## src/hdl/apu_pkg.sv

```systemverilog
`default_nettype none

package apu_pkg;

  // --------------------
  // bus and value types
  // --------------------
  typedef logic [15:0] reg_addr_t;
  typedef logic [7:0]  reg_data_t;

  typedef logic [10:0] freq_t;
  typedef logic [5:0]  len_t;
  typedef logic [3:0]  vol_t;
  typedef logic [2:0]  env_period_t;
  typedef logic [1:0]  duty_t;
  typedef logic [2:0]  phase_t;
  typedef logic [2:0]  master_vol_t;

  // one side of the output, max 30 * 8
  typedef logic [8:0]  sample_t;

  // --------------------
  // register map
  // --------------------
  localparam reg_addr_t ADDR_NR11 = 16'hFF11;
  localparam reg_addr_t ADDR_NR12 = 16'hFF12;
  localparam reg_addr_t ADDR_NR13 = 16'hFF13;
  localparam reg_addr_t ADDR_NR14 = 16'hFF14;
  localparam reg_addr_t ADDR_NR21 = 16'hFF16;
  localparam reg_addr_t ADDR_NR22 = 16'hFF17;
  localparam reg_addr_t ADDR_NR23 = 16'hFF18;
  localparam reg_addr_t ADDR_NR24 = 16'hFF19;
  localparam reg_addr_t ADDR_NR50 = 16'hFF24;
  localparam reg_addr_t ADDR_NR51 = 16'hFF25;

  // unused read bits
  localparam reg_data_t READ_FILL = 8'hFF;

  // divider bits, ticks on their rising edges
  localparam int LENGTH_TICK_BIT = 11;
  localparam int ENV_TICK_BIT    = 13;
  localparam int SAMPLE_TICK_BIT = 5;

  localparam int FIFO_DEPTH   = 8;
  localparam int NUM_CHANNELS = 2;

  // --------------------
  // structs
  // --------------------
  typedef struct packed {
    duty_t       duty;
    len_t        len_init;
    logic        len_en;
    env_period_t env_period;
    logic        env_add;
    vol_t        env_vol_init;
    freq_t       freq_init;
  } square_cfg_t;

  // pan bit i selects channel i+1
  typedef struct packed {
    master_vol_t             volume_l;
    master_vol_t             volume_r;
    logic [NUM_CHANNELS-1:0] pan_l;
    logic [NUM_CHANNELS-1:0] pan_r;
  } mix_cfg_t;

  typedef struct packed {
    sample_t left;
    sample_t right;
  } stereo_sample_t;

endpackage

`default_nettype wire
```

## src/hdl/apu_top.sv

```systemverilog
`timescale 1ns/1ps
`default_nettype none

module apu_top import apu_pkg::*; (
  input  wire logic     clock,
  input  wire logic     tick_reset,
  input  reg_addr_t     tick_addr,
  input  reg_data_t     tick_data_in,
  input  wire logic     tick_write,
  input  wire logic     tick_read,
  output reg_data_t     data_out,
  output stereo_sample_t sample_out,
  output logic          sample_valid,
  input  wire logic     sample_ready
);

  square_cfg_t    ch1_cfg;
  square_cfg_t    ch2_cfg;
  logic           ch1_trigger;
  logic           ch2_trigger;
  mix_cfg_t       mix_cfg;
  logic           sample_tick;
  logic           length_tick;
  logic           env_tick;
  vol_t           ch1_level;
  vol_t           ch2_level;
  stereo_sample_t mix_sample;
  logic           mix_valid;
  logic           mix_ready;

  // --------------------
  // control
  // --------------------
  apu_regs i_apu_regs (
    .clock        (clock),
    .tick_reset   (tick_reset),
    .tick_addr    (tick_addr),
    .tick_data_in (tick_data_in),
    .tick_write   (tick_write),
    .tick_read    (tick_read),
    .data_out     (data_out),
    .ch1_cfg      (ch1_cfg),
    .ch2_cfg      (ch2_cfg),
    .ch1_trigger  (ch1_trigger),
    .ch2_trigger  (ch2_trigger),
    .mix_cfg      (mix_cfg)
  );

  frame_sequencer i_frame_sequencer (
    .clock       (clock),
    .tick_reset  (tick_reset),
    .sample_tick (sample_tick),
    .length_tick (length_tick),
    .env_tick    (env_tick)
  );

  // --------------------
  // channels
  // --------------------
  square_channel i_square_channel_1 (
    .clock       (clock),
    .tick_reset  (tick_reset),
    .cfg         (ch1_cfg),
    .trigger     (ch1_trigger),
    .length_tick (length_tick),
    .env_tick    (env_tick),
    .level       (ch1_level)
  );

  square_channel i_square_channel_2 (
    .clock       (clock),
    .tick_reset  (tick_reset),
    .cfg         (ch2_cfg),
    .trigger     (ch2_trigger),
    .length_tick (length_tick),
    .env_tick    (env_tick),
    .level       (ch2_level)
  );

  // --------------------
  // output path
  // --------------------
  sample_mixer i_sample_mixer (
    .clock       (clock),
    .tick_reset  (tick_reset),
    .sample_tick (sample_tick),
    .ch1_level   (ch1_level),
    .ch2_level   (ch2_level),
    .mix_cfg     (mix_cfg),
    .mix_sample  (mix_sample),
    .mix_valid   (mix_valid),
    .mix_ready   (mix_ready)
  );

  sample_fifo i_sample_fifo (
    .clock      (clock),
    .tick_reset (tick_reset),
    .in_sample  (mix_sample),
    .in_valid   (mix_valid),
    .in_ready   (mix_ready),
    .out_sample (sample_out),
    .out_valid  (sample_valid),
    .out_ready  (sample_ready)
  );

endmodule

`default_nettype wire

```

## src/hdl/sample_fifo.sv

```systemverilog
`timescale 1ns/1ps
`default_nettype none

module sample_fifo import apu_pkg::*; (
  input  wire logic     clock,
  input  wire logic     tick_reset,
  input  stereo_sample_t in_sample,
  input  wire logic     in_valid,
  output logic          in_ready,
  output stereo_sample_t out_sample,
  output logic          out_valid,
  input  wire logic     out_ready
);

  stereo_sample_t                  mem [FIFO_DEPTH];
  // depth is a power of two, pointers wrap on their own
  logic [$clog2(FIFO_DEPTH)-1:0]   wr_ptr;
  logic [$clog2(FIFO_DEPTH)-1:0]   rd_ptr;
  logic [$clog2(FIFO_DEPTH):0]     count;
  logic                            push;
  logic                            pop;

  assign in_ready  = (count != FIFO_DEPTH);
  assign out_valid = (count != '0);
  assign push      = in_valid && in_ready;
  assign pop       = out_valid && out_ready;

  // head entry, stable until popped
  assign out_sample = mem[rd_ptr];

  always_ff @(posedge clock) begin
    if (push) begin
      mem[wr_ptr] <= in_sample;
    end
  end

  always_ff @(posedge clock) begin
    if (tick_reset) begin
      wr_ptr <= '0;
      rd_ptr <= '0;
      count  <= '0;
    end else begin
      if (push) wr_ptr <= wr_ptr + 1'b1;
      if (pop) rd_ptr <= rd_ptr + 1'b1;
      // simultaneous push and pop leaves count alone
      case ({push, pop})
        2'b10:   count <= count + 1'b1;
        2'b01:   count <= count - 1'b1;
        default: ;
      endcase
    end
  end

endmodule

`default_nettype wire

```

## src/hdl/sample_mixer.sv

```systemverilog
`timescale 1ns/1ps
`default_nettype none

module sample_mixer import apu_pkg::*; (
  input  wire logic     clock,
  input  wire logic     tick_reset,
  input  wire logic     sample_tick,
  input  vol_t          ch1_level,
  input  vol_t          ch2_level,
  input  mix_cfg_t      mix_cfg,
  output stereo_sample_t mix_sample,
  output logic          mix_valid,
  input  wire logic     mix_ready
);

  vol_t [NUM_CHANNELS-1:0] levels;
  stereo_sample_t          next_sample;
  logic                    can_load;

  assign levels = {ch2_level, ch1_level};

  // sum of panned levels, times code plus one
  function automatic sample_t mix_side(input vol_t [NUM_CHANNELS-1:0] lv,
                                       input logic [NUM_CHANNELS-1:0] pan,
                                       input master_vol_t vol);
    sample_t sum;
    sum = '0;
    for (int i = 0; i < NUM_CHANNELS; i++) begin
      if (pan[i]) sum = sum + sample_t'(lv[i]);
    end
    return sum * (sample_t'(vol) + sample_t'(1));
  endfunction

  assign next_sample.left  = mix_side(levels, mix_cfg.pan_l, mix_cfg.volume_l);
  assign next_sample.right = mix_side(levels, mix_cfg.pan_r, mix_cfg.volume_r);

  // slot free, or the pending one leaves this cycle
  assign can_load = !mix_valid || mix_ready;

  always_ff @(posedge clock) begin
    if (tick_reset) begin
      mix_valid <= 1'b0;
    end else if (sample_tick && can_load) begin
      mix_valid <= 1'b1;
    end else if (mix_ready) begin
      mix_valid <= 1'b0;
    end
  end

  // payload, tick skipped while a sample waits
  always_ff @(posedge clock) begin
    if (sample_tick && can_load) begin
      mix_sample <= next_sample;
    end
  end

endmodule

`default_nettype wire

```

## src/hdl/square_channel.sv

```systemverilog
`timescale 1ns/1ps
`default_nettype none

module square_channel import apu_pkg::*; (
  input  wire logic  clock,
  input  wire logic  tick_reset,
  input  square_cfg_t cfg,
  input  wire logic  trigger,
  input  wire logic  length_tick,
  input  wire logic  env_tick,
  output vol_t       level
);

  logic        running;
  freq_t       freq_timer;
  phase_t      phase;
  len_t        len_count;
  env_period_t env_timer;
  vol_t        volume;
  logic        start;
  phase_t      duty_limit;
  logic        wave_high;

  // dac off when volume and direction are both zero
  assign start = trigger && ((cfg.env_vol_init != '0) || cfg.env_add);

  always_ff @(posedge clock) begin
    if (tick_reset) begin
      running    <= 1'b0;
      freq_timer <= '0;
      phase      <= '0;
      len_count  <= '0;
      env_timer  <= '0;
      volume     <= '0;
    end else begin
      // --------------------
      // frequency timer
      // --------------------
      if (freq_timer == '1) begin
        freq_timer <= cfg.freq_init;
        phase      <= phase + phase_t'(1);
      end else begin
        freq_timer <= freq_timer + freq_t'(1);
      end

      // --------------------
      // length counter
      // --------------------
      // counts up, stops at 63
      if (length_tick && running && cfg.len_en) begin
        if (len_count == '1) begin
          len_count <= '0;
          running   <= 1'b0;
        end else begin
          len_count <= len_count + len_t'(1);
        end
      end

      // --------------------
      // envelope
      // --------------------
      // period 0 freezes the volume
      if (env_tick && (cfg.env_period != '0)) begin
        if (env_timer <= env_period_t'(1)) begin
          // period expired, one step
          env_timer <= cfg.env_period;
          if (cfg.env_add) begin
            if (volume != 4'd15) volume <= volume + vol_t'(1);
          end else begin
            if (volume != 4'd0) volume <= volume - vol_t'(1);
          end
        end else begin
          env_timer <= env_timer - env_period_t'(1);
        end
      end

      // trigger overrides the updates above
      if (start) begin
        running    <= 1'b1;
        freq_timer <= cfg.freq_init;
        phase      <= '0;
        len_count  <= cfg.len_init;
        env_timer  <= cfg.env_period;
        volume     <= cfg.env_vol_init;
      end
    end
  end

  // --------------------
  // duty waveform
  // --------------------
  // high for 1, 2, 4 or 6 of 8 phases
  always_comb begin
    case (cfg.duty)
      2'd0:    duty_limit = 3'd1;
      2'd1:    duty_limit = 3'd2;
      2'd2:    duty_limit = 3'd4;
      default: duty_limit = 3'd6;
    endcase
  end

  assign wave_high = (phase < duty_limit);
  assign level     = (running && wave_high) ? volume : '0;

endmodule

`default_nettype wire

```

## src/hdl/frame_sequencer.sv

```systemverilog
`timescale 1ns/1ps
`default_nettype none

module frame_sequencer import apu_pkg::*; (
  input  wire logic clock,
  input  wire logic tick_reset,
  output logic      sample_tick,
  output logic      length_tick,
  output logic      env_tick
);

  logic [15:0] div_count;
  logic [15:0] div_prev;
  // bits that went 0 -> 1 on the last increment
  logic [15:0] div_rise;

  always_ff @(posedge clock) begin
    if (tick_reset) begin
      div_count <= '0;
      div_prev  <= '0;
    end else begin
      div_count <= div_count + 16'd1;
      div_prev  <= div_count;
    end
  end

  assign div_rise = div_count & ~div_prev;

  // 64, 4096 and 16384 cycle periods
  assign sample_tick = div_rise[SAMPLE_TICK_BIT];
  assign length_tick = div_rise[LENGTH_TICK_BIT];
  assign env_tick    = div_rise[ENV_TICK_BIT];

endmodule

`default_nettype wire

```

## src/hdl/apu_regs.sv

```systemverilog
`timescale 1ns/1ps
`default_nettype none

module apu_regs import apu_pkg::*; (
  input  wire logic  clock,
  input  wire logic  tick_reset,
  input  reg_addr_t  tick_addr,
  input  reg_data_t  tick_data_in,
  input  wire logic  tick_write,
  input  wire logic  tick_read,
  output reg_data_t  data_out,
  output square_cfg_t ch1_cfg,
  output square_cfg_t ch2_cfg,
  output logic       ch1_trigger,
  output logic       ch2_trigger,
  output mix_cfg_t   mix_cfg
);

  // offset of the bus address within each channel block
  reg_addr_t   ch1_offs;
  reg_addr_t   ch2_offs;
  master_vol_t vol_l;
  master_vol_t vol_r;
  // NR51 kept whole for readback
  reg_data_t   nr51;
  reg_data_t   rd_byte;

  assign ch1_offs = tick_addr - ADDR_NR11;
  assign ch2_offs = tick_addr - ADDR_NR21;

  // --------------------
  // per channel helpers
  // --------------------

  // sel 0..3 is NRx1..NRx4
  function automatic square_cfg_t square_write(input square_cfg_t cfg,
                                               input logic [1:0] sel,
                                               input reg_data_t data);
    square_cfg_t next;
    next = cfg;
    case (sel)
      2'd0: begin
        next.duty     = data[7:6];
        next.len_init = data[5:0];
      end
      2'd1: begin
        next.env_vol_init = data[7:4];
        next.env_add      = data[3];
        next.env_period   = data[2:0];
      end
      // low byte of the frequency
      2'd2: next.freq_init[7:0] = data;
      // high bits, trigger handled separately
      default: begin
        next.len_en          = data[6];
        next.freq_init[10:8] = data[2:0];
      end
    endcase
    return next;
  endfunction

  function automatic reg_data_t square_read(input square_cfg_t cfg, input logic [1:0] sel);
    case (sel)
      2'd0:    return {cfg.duty, READ_FILL[5:0]};
      2'd1:    return {cfg.env_vol_init, cfg.env_add, cfg.env_period};
      2'd2:    return READ_FILL;
      // trigger and frequency bits read as one
      default: return {1'b1, cfg.len_en, READ_FILL[5:0]};
    endcase
  endfunction

  // --------------------
  // writes
  // --------------------
  always_ff @(posedge clock) begin
    if (tick_reset) begin
      ch1_cfg     <= '0;
      ch2_cfg     <= '0;
      vol_l       <= '0;
      vol_r       <= '0;
      nr51        <= '0;
      ch1_trigger <= 1'b0;
      ch2_trigger <= 1'b0;
    end else begin
      // one cycle pulse, cfg already holds the new value then
      ch1_trigger <= tick_write && (tick_addr == ADDR_NR14) && tick_data_in[7];
      ch2_trigger <= tick_write && (tick_addr == ADDR_NR24) && tick_data_in[7];
      if (tick_write) begin
        case (tick_addr)
          ADDR_NR11, ADDR_NR12, ADDR_NR13, ADDR_NR14:
            ch1_cfg <= square_write(ch1_cfg, ch1_offs[1:0], tick_data_in);
          ADDR_NR21, ADDR_NR22, ADDR_NR23, ADDR_NR24:
            ch2_cfg <= square_write(ch2_cfg, ch2_offs[1:0], tick_data_in);
          ADDR_NR50: begin
            vol_l <= tick_data_in[6:4];
            vol_r <= tick_data_in[2:0];
          end
          ADDR_NR51: nr51 <= tick_data_in;
          // unmapped, ignored
          default: ;
        endcase
      end
    end
  end

  // --------------------
  // readback
  // --------------------
  always_comb begin
    rd_byte = READ_FILL;
    case (tick_addr)
      ADDR_NR11, ADDR_NR12, ADDR_NR13, ADDR_NR14:
        rd_byte = square_read(ch1_cfg, ch1_offs[1:0]);
      ADDR_NR21, ADDR_NR22, ADDR_NR23, ADDR_NR24:
        rd_byte = square_read(ch2_cfg, ch2_offs[1:0]);
      ADDR_NR50: rd_byte = {1'b1, vol_l, 1'b1, vol_r};
      ADDR_NR51: rd_byte = nr51;
      default: ;
    endcase
  end

  // holds until the next read
  always_ff @(posedge clock) begin
    if (tick_reset) begin
      data_out <= '0;
    end else if (tick_read) begin
      data_out <= rd_byte;
    end
  end

  // right pan in the low nibble, left in the high nibble
  assign mix_cfg = '{
    volume_l: vol_l,
    volume_r: vol_r,
    pan_l:    nr51[4 +: NUM_CHANNELS],
    pan_r:    nr51[0 +: NUM_CHANNELS]
  };

endmodule

`default_nettype wire

```

## config.mk

```make
export PLATFORM = sky130hd
export DESIGN_NAME = apu_top
export DESIGN_NICKNAME = d
export VERILOG_FILES = /design/src/hdl/apu_pkg.sv /design/src/hdl/apu_top.sv /design/src/hdl/sample_fifo.sv /design/src/hdl/sample_mixer.sv /design/src/hdl/square_channel.sv /design/src/hdl/frame_sequencer.sv /design/src/hdl/apu_regs.sv
export SDC_FILE = /design/constraint.sdc
export NUM_CORES = 1
export LEC_CHECK = 0
export ABC_AREA = 1
export BUFFER_PORTS_ARGS = -buffer_cell sky130_fd_sc_hd__buf_4
export CORE_ASPECT_RATIO = 1.5
export CORE_MARGIN = 1.5
export CORE_UTILIZATION = 55
export DETAILED_ROUTE_END_ITERATION = 12
export PLACE_DENSITY = 0.79
export SLEW_MARGIN = 20
export SYNTH_ARGS = -nofsm -noshare
export SYNTH_HDL_FRONTEND = slang
export SYNTH_SLANG_ARGS = --single-unit
export TNS_END_PERCENT = 5
```

## constraint.sdc

```tcl
create_clock -name clock -period 9.9 [get_ports clock]
set_input_delay 0.495 -clock clock [delete_from_list [all_inputs] [get_ports clock]]
set_output_delay 0.495 -clock clock [all_outputs]
set_load 0.005 [all_outputs]
```

======== Yosys cells after proc, flatten, opt, wreduce, memory -nomap -nowiden ========
Memories as Yosys holds them, arrays and structs flattened. A register that Yosys moved wholly into a read port is not among the register bits.
Cells that the tools add are included.
storage, ports and cells
  bits in registers ....................... 195
  bits in writable memories ............... 144
  output and inout port bits .............. 27
  logic and storage cells ................. 221
  memories kept ........................... 1
cells by class
  add/subtract/negate cells ............... 23
  multiply operators ...................... 2
  $lt $le $gt $ge ......................... 4
  equality and inequality tests ........... 29
  mux-type cells .......................... 52
  bitwise operators ....................... 4
  reductions and logical operators ........ 64
memories
  name               depth  width  rd ports  clocked after Yosys merged registers in  wr ports  RTL line           text
  i_sample_fifo.mem  8      18     1         1                                        1         sample_fifo.sv:15  stereo_sample_t mem [FIFO_DEPTH];
operator list
  cell                                                             count
  16-bit == test, second input constant                            10
  4-bit 2-to-1 mux                                                 16
  8-bit one-hot mux with 3 select lines                            2
  11-bit 2-to-1 mux                                                4
  6-bit 2-to-1 mux                                                 6
  8-bit one-hot mux with 4 select lines                            1
  3-bit 2-to-1 mux                                                 8
  3-bit AND reduction                                              8
  11-bit by 1-bit adder with 11-bit output, second input constant  2
  11-bit == test, second input constant                            2
  2-bit nonzero test                                               10
  4-bit nonzero test                                               5
  9-bit by 9-bit multiplier with 9-bit output                      2
  9-bit 2-to-1 mux                                                 2
  3-bit one-hot mux with 3 select lines                            2
  1-bit logical AND                                                17
  16-bit by 1-bit adder with 16-bit output, second input constant  1
  14-bit bitwise AND                                               1
  14-bit NOT                                                       1
  3-bit by 1-bit adder with 3-bit output, second input constant    4
  4-bit by 1-bit adder with 4-bit output, second input constant    3
  6-bit by 1-bit adder with 6-bit output, second input constant    2
  6-bit == test, second input constant                             2
  4-bit inequality test, second input constant                     3
  23 further kinds                                                 64

======== Logic depth before layout (Yosys ltp) ========
Gate-level depths: netlist (run 1).
  word-level depth ........................ 9
  gate-level depth with buffers ........... 29

======== By module ========
A second synthesis (run 1) with hierarchy kept.
second synthesis, totals
  cell total of the unflattened synthesis .. 2011
  area, all modules ....................... 16947.5 um2
modules (own cells, without submodules)
  module                               times used  cells each  area each (um2)  seq. area each (um2)
  sample_fifo                          1           499         6348.6           4584.4
  apu_regs                             1           499         3686.0           1601.5
  sample_mixer                         1           273         2225.9           560.5
  square_channel (i_square_channel_1)  1           320         1991.9           560.5
  square_channel (i_square_channel_2)  1           313         1930.6           560.5
  frame_sequencer                      1           107         764.5            340.3

======== Worst setup path before layout (run 1) ========
No wires, ideal clock.
  kind .................................... register to register
  from .................................... reg, netlist name i_apu_regs.ch1_cfg[27]
  to ...................................... reg, netlist name i_sample_mixer.mix_sample[17]
  setup time .............................. 0.258 ns
  arrival ................................. 4.387 ns
  slack ................................... 5.255 ns
  cell stages (with the launch flop) ...... 24
  path buffers ............................ 0
  cells stage by stage .................... dfxtp_1 -> inv_1 -> ha_1 -> nand2_1 -> inv_1 -> nor2_1 -> nand2_1 -> nor2_1 -> nand2_1 -> inv_1 -> ha_1 -> inv_1 -> fa_1 -> nand2_1 -> o21ai_0 -> or2_2 -> fa_1 -> fa_1 -> fa_1 -> o21ai_0 -> a21oi_1 -> nor2_1 -> nor2_1 -> xnor2_1

==> qor.yml, run 1 <==
placement:
  dp_cells: 2135
  port_buffers: 55
  gp_congestion: 0.9097
  post-dp-hpwl_um: 23590
worst_setup_path:
  cp_slowest_cell: "fa_1"
  end_kind: "flop"
  cp.required_ns: 10.22
  critPathLaunchType: "flop"
  cp-startpoint: "i_apu_regs.ch1_cfg[27]"
  timing.rr.start: "i_apu_regs.ch1_cfg[27]"
  cp_max_fo: 4
  critPathKind: "reg2reg"
  max_stage_delay_ns: 0.55
  cp_cell_sequence: "inv_1, ha_1, nand2_1, inv_1, nor2_1, nand2_1, nor2_1, nand2_1, inv_1, ha_1, inv_1, fa_1, nand2_1, o21ai_0, or2_2, fa_1, fa_1, fa_1, o21ai_0, a21oi_1, nor2_1, nor2_1, xnor2_1"
  arrival_ns: 5.35
floorplan:
  die-area_um2: 29640
  die-height_um: 210.1
  core_region_area_um2: 28060
  start_util_pct: 56.06
  num_io_pins: 56
  die_w_um: 141.1
  rows: 75
logic_synthesis:
  syn-num-nets: 1886
  async_flop_share_pct: 0
  syn_avg_cell_area_um2: 8.827
  synth_area_um2: 15730
  synthTopCellsByArea: "edfxtp_1 (31%), dfxtp_1 (21%), nor2_1 (7.3%)"
  synth-edff-count: 162
  syn-instance-count: 1782
  ys_warn_count: 0
  ys_seq_area_share_pct: 52.18
  synth_seq_cells: 329
  ys_types: 48
  yosys.area.top_type: "edfxtp_1"
  yosysTopAreaCellShare_pct: 30.93
  synthFlopType: "dfxtp_1"
cells_and_area:
  mostFrequentLayoutCells: "nor2_1 (305), nand2_1 (209), o21ai_0 (194)"
  final_common_cell: "nor2_1"
  syn_to_final_growth_pct: 11.09
  final_nets: 1924
  diodes: 0
  stdcell_count: 2189
  drive_above_1_share_pct: 8.247
clock_tree:
  insertion_delay_ns: 0.56
  cts_buffer_depth: 3
  cts_setup_buffers: 0
  clk_pin_slew_ns: 0.07
  cts_hold_buf: 0
  cts_sinks: 329
  cts_root_buf: "clkbuf_16"
  cts_tree: "yes"
  htreeDepth: 1
  cts_buffers: 29
  post_cts_resized: 0
timing:
  final-max-slew-violation-count: 0
  hold_viol: 0
  setup_viol: 0
  finalCritPeriodShare_pct: 50.85
  worst_pin_slew_ns: 0.7540
  slew-limit-headroom_pct: 49.73
  setup-tns-final_ns: 0
  period_minus_slack_ns: 5.034
  fmax_mhz: 198.6
  rsz0062_at_grt: "false"
  skew_ns: 0.01806
worst_hold_path:
  hold_path_class: "in2reg"
  min_from: "tick_data_in[7]"
power_and_ir_drop:
  p_leak_uw: 0.006922
  ir_drop_v: 0.0001392
  power.density_nw_per_um2: 185.9
global_route:
  grt_start_max_net_pins: 74
  grt_use_total_pct: 24.21
  grt_pass1_wl_um: 58350
  antenna_found_initial: 0
  grt_pass1_vias: 12380
  grt_overflow_total: 0
routing:
  drt_iter0_drc: 687
  drc: 0
  wire_per_inst_um: 16.20
  wirelength_um: 35470
  drt-pass1-iter-count: 7
  ant_nets: 0
  via_count: 12420
  viasPerCell: 5.672
flow_run:
  drv_cap: 0
status:
  status: "finished clean"
## path summary, 6_finish.rpt
| check | end | slack (ns) | depth (start not counted) |
|---|---|---|---|
| worst max-delay path | i_sample_mixer.mix_sample[17] | 4.87 | 23 |
| worst min-delay path | i_apu_regs.ch1_cfg[7] | 0.28 | 3 |
| worst max register to register | i_sample_mixer.mix_sample[17] | 4.87 | 23 |
| worst min register to register | i_apu_regs.ch1_cfg[22] | 0.45 | 2 |
## sequential cells by signal, indices dropped and copies added, names as in the netlist, 4 cells and up, named ones only
name	count
i_sample_mixer.mix_sample	18
i_sample_fifo.mem	144
i_apu_regs.nr51	8
i_square_channel_2.volume	4
i_sample_fifo.count	4
i_square_channel_1.len_count	6
i_apu_regs.data_out	8
i_square_channel_2.freq_timer	11
i_square_channel_2.len_count	6
i_apu_regs.ch1_cfg	28
i_frame_sequencer.div_count	14
i_square_channel_1.volume	4
i_square_channel_1.freq_timer	11
i_apu_regs.ch2_cfg	28
## final cells by class
cell class,count,area (um^2)
Clock inverter,24,357.8
Inverter,201,754.5
Multi-Input combinational cell,1191,6479
Tap cell,346,432.9
Timing Repair Buffer,68,510.5
Clock buffer,30,729.5
Sequential cell,329,8209
Fill cell,2267,10590
## routing by layer
metal  GRT usage [%]  part of all wire (%)
met1           26.75                    38
met2           45.13                    52
met3           2.976                   5.5
met4           12.39                   4.7
met5               0                     0
## logic make-up (layout without fill, tap and decap cells)
| family | Yosys count | after routing | synth area share [%] |
|---|---|---|---|
| compound gates | 409 | 409 | 14.21 |
| xor+xnor | 37 | 37 | 2.060 |
| fa+ha+maj | 75 | 75 | 6.778 |
| buf+inv | 262 | 323 | 6.626 |
| flops | 329 | 329 | 52.18 |
| mux | 2 | 2 | 0.1273 |
| simple gates | 668 | 668 | 18.02 |
## per-stage QoR
| stage | area, um^2 | util [%] | worst slack, ns | power (uW) | hold slack (ns) |
|---|---|---|---|---|---|
| after floorplan | 15730 | - | 5.255 | 1807 | 0.4175 |
| after detailed placement | 16390 | 58.40 | 4.939 | 2003 | 0.4374 |
| after global routing | 17470 | 62.27 | 4.511 | 3385 | 0.2690 |
| final | 17470 | 62.27 | 4.866 | 3249 | 0.2798 |
| after CTS | 17470 | 62.27 | 4.901 | 3272 | 0.2469 |
| after global placement | 16390 | 58.40 | 5.042 | 1979 | 0.4290 |
## where the power goes
group | switching, uW | internal [uW]
Combinational | 328 | 197
Sequential | 11.4 | 1430
Clock | 507 | 772
## synthesized netlist by cell type (4+ instances only)
cell / number
a211oi_1: 17
a21oi_1: 116
a31oi_1: 27
buf_6: 7
clkbuf_1: 49
clkinv_1: 4
dfxtp_1: 167
edfxtp_1: 162
fa_1: 17
ha_1: 58
inv_1: 194
nand2_1: 209
nand2_2: 6
nand3_1: 71
nand4_1: 11
nor2_1: 305
nor2_4: 6
nor3_1: 37
nor4_1: 4
o211ai_1: 8
o21ai_0: 194
o21ai_1: 8
o21bai_1: 7
o22ai_1: 20
or2_2: 5
xnor2_1: 16
xor2_1: 21
## worst max-delay path, delay by kind of cell, from the launching register on
family                   cells  cell delay, ns
AO/OA/AOI/OAI                3            0.57
buffers and inverters        4            0.22
adder cells (fa/ha/maj)      6            2.39
flip-flops                   1            0.33
XOR/XNOR                     1            0.12
AND/OR/NAND/NOR              9            1.15
No activity file was read; power rests on OpenSTA's default activity.
==> run 2: changes to the inputs <==
--- a/config.mk
+++ b/config.mk
@@ -5,7 +5,7 @@
 export SDC_FILE = /design/constraint.sdc
 export NUM_CORES = 1
 export LEC_CHECK = 0
-export ABC_AREA = 1
+export ABC_AREA = 0
 export BUFFER_PORTS_ARGS = -buffer_cell sky130_fd_sc_hd__buf_4
 export CORE_ASPECT_RATIO = 1.5
 export CORE_MARGIN = 1.5
==> constraint.sdc (replaced) <==
create_clock -name clock -period 5.3 [get_ports clock]
set_input_delay 0.265 -clock clock [delete_from_list [all_inputs] [get_ports clock]]
set_output_delay 0.265 -clock clock [all_outputs]
set_load 0.005 [all_outputs]
==> qor.yml, run 2 <==
logic_synthesis:
  synthTopCellsByArea: "edfxtp_1 (31%), dfxtp_1 (22%), mux4_2 (5.2%)"
  yosys.area.top_type: "edfxtp_1"
  synth-edff-count: 162
  synthTopCellsByCount: "dfxtp_1 (167), edfxtp_1 (162), nand2_1 (153), nor2_1 (138), a21oi_1 (87)"
  ys_types: 69
  yosysMostFrequentCell: "dfxtp_1"
  syn-instance-count: 1393
  ys_seq_area_share_pct: 52.91
  synth_area_um2: 15510
  ys_warn_count: 0
  syn_avg_cell_area_um2: 11.14
  yosysTopAreaCellShare_pct: 31.36
  syn-num-nets: 1497
  synthFlopType: "dfxtp_1"
  synth_seq_cells: 329
  async_flop_share_pct: 0
placement:
  post-dp-hpwl_um: 21670
  port_buffers: 55
  placed_cell_area_um2: 16190
  gp_congestion: 0.9425
floorplan:
  die-height_um: 208.7
  die-area_um2: 29240
  start_util_pct: 55.66
  core_region_area_um2: 27870
  die_w_um: 140.1
  rows: 75
  num_io_pins: 56
global_route:
  grt_overflow_total: 0
  grt_pass1_vias: 10560
  grt_pass1_wl_um: 52760
  antenna_found_initial: 0
  grt_start_max_net_pins: 98
  grt_use_total_pct: 22.38
cells_and_area:
  top_regs: "i_sample_fifo.mem: 144 flops, i_apu_regs.ch1_cfg: 28 flops, i_apu_regs.ch2_cfg: 28 flops"
  final_nets: 1533
  syn_to_final_growth_pct: 11.05
  multiInputGateArea_um2: 6892
  final_common_cell: "dfxtp_1"
  diodes: 0
  mostFrequentLayoutCells: "dfxtp_1 (164), edfxtp_1 (162), nand2_1 (153)"
  fillCellCount: 2182
  largest_reg_flops: 144
  design_area_um2: 17230
  regMostFlops: "i_sample_fifo.mem"
  drive_above_1_share_pct: 14.12
  regArea_um2: 8212
power_and_ir_drop:
  power.density_nw_per_um2: 282.7
  power_uw: 4870
  ir_drop_v: 0.0002528
  p_leak_uw: 0.006335
timing:
  holdWs_ns: 0.03064
  hold_viol: 0
  slew-limit-headroom_pct: 33.00
  rsz0062_at_grt: "true"
  final-max-slew-violation-count: 0
  setup_viol: 0
  worst_pin_slew_ns: 1.002
  period_minus_slack_ns: 5.024
  finalCritPeriodShare_pct: 94.79
  skew_ns: 0.01402
  fmax_mhz: 199.0
worst_setup_path:
  cp_max_fo: 4
  critPathKind: "reg2reg"
  cp.required_ns: 5.61
  end_kind: "flop"
  critPathLaunchType: "flop"
  arrival_ns: 5.34
routing:
  viasPerCell: 5.871
  drt_iter0_drc: 613
  wire_per_inst_um: 17.86
  drt-pass1-iter-count: 5
  wirelength_um: 32110
  ant_nets: 0
  drc: 0
  via_count: 10560
clock_tree:
  cts_root_buf: "clkbuf_16"
  clk_pin_slew_ns: 0.06
  cts_buffers: 31
  insertion_delay_ns: 0.57
  cts_buffer_depth: 3
  htreeDepth: 1
  cts_tree: "yes"
  cts_sinks: 329
worst_hold_path:
  hold_path_class: "in2reg"
flow_run:
  drv_cap: 0
status:
  status: "finished clean"
run 2: changes by cell type after synthesis, moves of 20 or more:
cell	change
o21ai_0	-168
a31oi_1	-22
mux2i_1	+28
inv_1	-143
nor2_1	-167
o22ai_1	-20
a21oi_1	-29
nand2_1	-56
mux4_2	+36
mux2_2	+20
run 2: final cells by class:
class	instances	area share (%)
Inverter	51	1.111
Clock buffer	38	4.656
Timing Repair Buffer	73	3.196
Tap cell	346	2.513
Multi-Input combinational cell	943	40.01
Sequential cell	329	47.67
Clock inverter	18	0.8498
run 2: power breakdown:
group	switching [uW]	total, uW	internal [uW]
sequential	7.67	2660	2650
combinational	72.0	110	37.9
clock	932	2100	1170
run 2: cells by family after synthesis:
| logic type | synth area share, % |
|---|---|
| adders and majority gates | 7.001 |
| xor gates and xnor gates | 3.839 |
| and+or+nand+nor | 15.53 |
| DFF | 52.91 |
| buffers and inverters | 3.259 |
| muxes | 8.614 |
| AOI/OAI and AO/OA | 8.840 |
run 2: what timing repair did:
action                     4_1_cts  5_1_grt
hold buffers                     1        0
setup endpoints to repair        0        6
resized for setup                0       16
hold endpoints to repair         1        0
buffers inserted                 0        3
run 2: path summary, 6_finish.rpt:
| path | start | to | slack [ns] | cells past startpoint |
|---|---|---|---|---|
| worst max-delay path | i_apu_regs.ch2_cfg[27] | i_sample_mixer.mix_sample[8] | 0.28 | 22 |
| worst min-delay path | tick_data_in[7] | i_apu_regs.ch1_cfg[27] | 0.03 | 3 |
| worst max register to register | i_apu_regs.ch2_cfg[27] | i_sample_mixer.mix_sample[8] | 0.28 | 22 |
| worst min register to register | i_frame_sequencer.div_count[0] | i_frame_sequencer.div_count[0] | 0.44 | 1 |
run 2: per-layer routing:
metal	vias up	track usage [%]	wire (um)
li1	5087	-	-
met1	5092	25.88	12530
met2	280	41.83	16820
met3	97	2.337	1388
met4	0	9.474	1377
met5	-	0	0
run 2: stage by stage:
stage | setup WS [ns] | TNS (ns) | std cells | util [%]
after floorplan | 0.4760 | 0 | 1393 | -
after detailed placement | 0.03905 | 0 | 1738 | 58.11
after global routing | -0.004331 | -0.004331 | 1798 | 61.81
after CTS | 0.03242 | 0 | 1795 | 61.54
after global placement | 0.2171 | 0 | 1738 | 58.11
final | 0.2759 | 0 | 1798 | 61.81
run 2: worst max-delay path, cell delays in order (launching register included):
cell	delay, ns
dfxtp_1	0.44
inv_1	0.07
ha_1	0.18
nor2b_1	0.20
o21a_1	0.23
and2_1	0.18
ha_1	0.17
inv_1	0.05
fa_1	0.41
nor2_1	0.16
nand3b_1	0.17
xor2_2	0.20
nand2_1	0.10
fa_1	0.47
fa_1	0.54
inv_1	0.07
fa_1	0.45
a21oi_1	0.16
nor2_1	0.07
nor2_2	0.12
o21bai_1	0.08
a21oi_1	0.18
xnor2_1	0.07
==> run 3: changes to the inputs <==
--- a/config.mk
+++ b/config.mk
@@ -5,7 +5,7 @@
 export SDC_FILE = /design/constraint.sdc
 export NUM_CORES = 1
 export LEC_CHECK = 0
-export ABC_AREA = 0
+export ABC_AREA = 1
 export BUFFER_PORTS_ARGS = -buffer_cell sky130_fd_sc_hd__buf_4
 export CORE_ASPECT_RATIO = 1.5
 export CORE_MARGIN = 1.5
==> qor.yml, run 3 (synthesized netlist as in run 1, its figures left out) <==
routing:
  drt-pass1-iter-count: 5
  viasPerCell: 5.625
  wire_per_inst_um: 16.06
  drt_iter0_drc: 689
  via_count: 12330
  drc: 0
  wirelength_um: 35180
  ant_nets: 0
worst_setup_path:
  critPathLaunchType: "flop"
  cp_max_fo: 4
  critPathKind: "reg2reg"
  cp_slowest_cell: "fa_1"
  cp.required_ns: 5.63
  arrival_ns: 5.21
  path_delay_family: "adder cells"
  max_stage_delay_ns: 0.54
  cp_num_cells: 23
  cp_cell_sequence: "inv_1, ha_1, nand2_1, inv_1, nor2_1, nand2_1, nor2_1, nand2_1, inv_1, ha_1, inv_1, fa_1, nand2_1, o21ai_0, or2_2, fa_1, fa_1, fa_1, o21ai_2, a21oi_1, nor2_1, nor2_1, xnor2_1"
  end_kind: "flop"
  critPathBufInv: 4
  ff2ff_path_depth: 23
timing:
  worst_pin_slew_ns: 0.9383
  skew_ns: 0.01761
  final-max-slew-violation-count: 0
  holdWs_ns: 0.03647
  fmax_mhz: 204.8
  finalCritPeriodShare_pct: 92.15
  rsz0062_at_grt: "false"
  hold_viol: 0
  setup_viol: 0
  period_minus_slack_ns: 4.884
  setup-tns-final_ns: 0
  slew-limit-headroom_pct: 37.35
cells_and_area:
  largest_reg_flops: 144
  final_common_cell: "nor2_1"
  syn_to_final_growth_pct: 10.08
  mostFrequentLayoutCells: "nor2_1 (305), nand2_1 (209), inv_1 (196)"
  drive_above_1_share_pct: 8.022
  final_nets: 1926
  regMostFlops: "i_sample_fifo.mem"
  diodes: 0
  top_regs: "i_sample_fifo.mem: 144 flops, i_apu_regs.ch1_cfg: 28 flops, i_apu_regs.ch2_cfg: 28 flops"
worst_hold_path:
  hold_path_depth: 3
  hold_path_class: "in2reg"
placement:
  post-dp-hpwl_um: 23620
  gp_congestion: 0.9093
  port_buffers: 55
clock_tree:
  cts_tree: "yes"
  insertion_delay_ns: 0.58
  htreeDepth: 1
  cts_sinks: 329
  cts_buffer_depth: 3
  cts_buffers: 29
  cts_root_buf: "clkbuf_16"
  clk_pin_slew_ns: 0.07
  cts_setup_buffers: 0
flow_run:
  drv_cap: 0
power_and_ir_drop:
  power_uw: 5709
  ir_drop_v: 0.0002668
  p_leak_uw: 0.006817
  power.density_nw_per_um2: 329.7
floorplan:
  die-area_um2: 29640
  core_region_area_um2: 28060
  start_util_pct: 56.06
  die_w_um: 141.1
  die-height_um: 210.1
  rows: 75
  num_io_pins: 56
global_route:
  grt_pass1_wl_um: 57350
  antenna_found_initial: 0
  grt_use_total_pct: 23.99
  grt_pass1_vias: 12030
  grt_start_max_net_pins: 73
  grt_overflow_total: 0
status:
  status: "finished clean"
[run 3: cell types whose count changed in the layout (fill, tap and decap cells not counted), moves of 23 or more]
cell | before | now
nor2_1 | 136 | 305
mux2i_1 | 30 | 2
o21ai_0 | 24 | 193
nand2_1 | 153 | 209
mux4_2 | 36 | 0
inv_1 | 51 | 196
a21oi_1 | 85 | 116
a31oi_1 | 4 | 27
[run 3: metrics by stage]
| stage | cell area (um^2) | cells | worst slack, ns | util [%] |
|---|---|---|---|---|
| 2_1_floorplan | 15730 | 1782 | 0.6551 | - |
| 3_3_place_gp | 16390 | 2135 | 0.4424 | 58.40 |
| 3_5_place_dp | 16390 | 2135 | 0.3393 | 58.40 |
| 4_1_cts | 17310 | 2191 | 0.3186 | 61.69 |
| 5_1_grt | 17310 | 2191 | 0.03559 | 61.71 |
| 6_report | 17310 | 2191 | 0.4163 | 61.71 |
[run 3: worst reg2reg max path, cell delays in order, from the launching register on]
cell and delay (ns):
dfxtp_1 0.33, inv_1 0.08, ha_1 0.30, nand2_1 0.07, inv_1 0.03, nor2_1 0.20, nand2_1 0.10, nor2_1 0.12
nand2_1 0.08, inv_1 0.06, ha_1 0.15, inv_1 0.05, fa_1 0.42, nand2_1 0.07, o21ai_0 0.16, or2_2 0.34
fa_1 0.49, fa_1 0.54, fa_1 0.50, o21ai_2 0.19, a21oi_1 0.08, nor2_1 0.10, nor2_1 0.06, xnor2_1 0.11
[run 3: final timing paths]
path / startpoint / to / slack (ns)
max: i_apu_regs.ch1_cfg[27] / i_sample_mixer.mix_sample[17] / 0.42
min: tick_data_in[4] / i_apu_regs.ch1_cfg[4] / 0.04
max reg2reg: i_apu_regs.ch1_cfg[27] / i_sample_mixer.mix_sample[17] / 0.42
min reg2reg: i_apu_regs.ch1_cfg[21] / i_apu_regs.ch1_cfg[21] / 0.45
[run 3: final cells by class]
| type | count | area [um^2] |
|---|---|---|
| fill | 2266 | 10740 |
| sequential | 329 | 8209 |
| multi-input combinational | 1191 | 6482 |
| clock buffer | 38 | 789.5 |
| inverter | 201 | 754.5 |
| timing repair buffer | 70 | 530.5 |
| tap | 346 | 432.9 |
| clock inverter | 16 | 115.1 |
[run 3: repair_timing]
item,in CTS,in global routing
endpoints found under the setup margin,0,1
hold buffers,2,0
endpoints found under the hold margin,2,0
gates resized for setup,0,2
[run 3: per-layer routing]
metal	up-vias	track usage [%]	wire length, um
met5	-	0	0
met4	0	11.53	1580
met3	107	2.930	1803
met2	368	44.49	18130
met1	5768	27.05	13670
li1	6082	-	-
[run 3: where the power goes]
| part | leakage, uW | internal (uW) | switching (uW) |
|---|---|---|---|
| registers | 0.00284 | 2680 | 22.9 |
| clock network | 0.000449 | 1100 | 934 |
| logic | 0.00353 | 364 | 610 |
| total | 0.00682 | 4140 | 1570 |
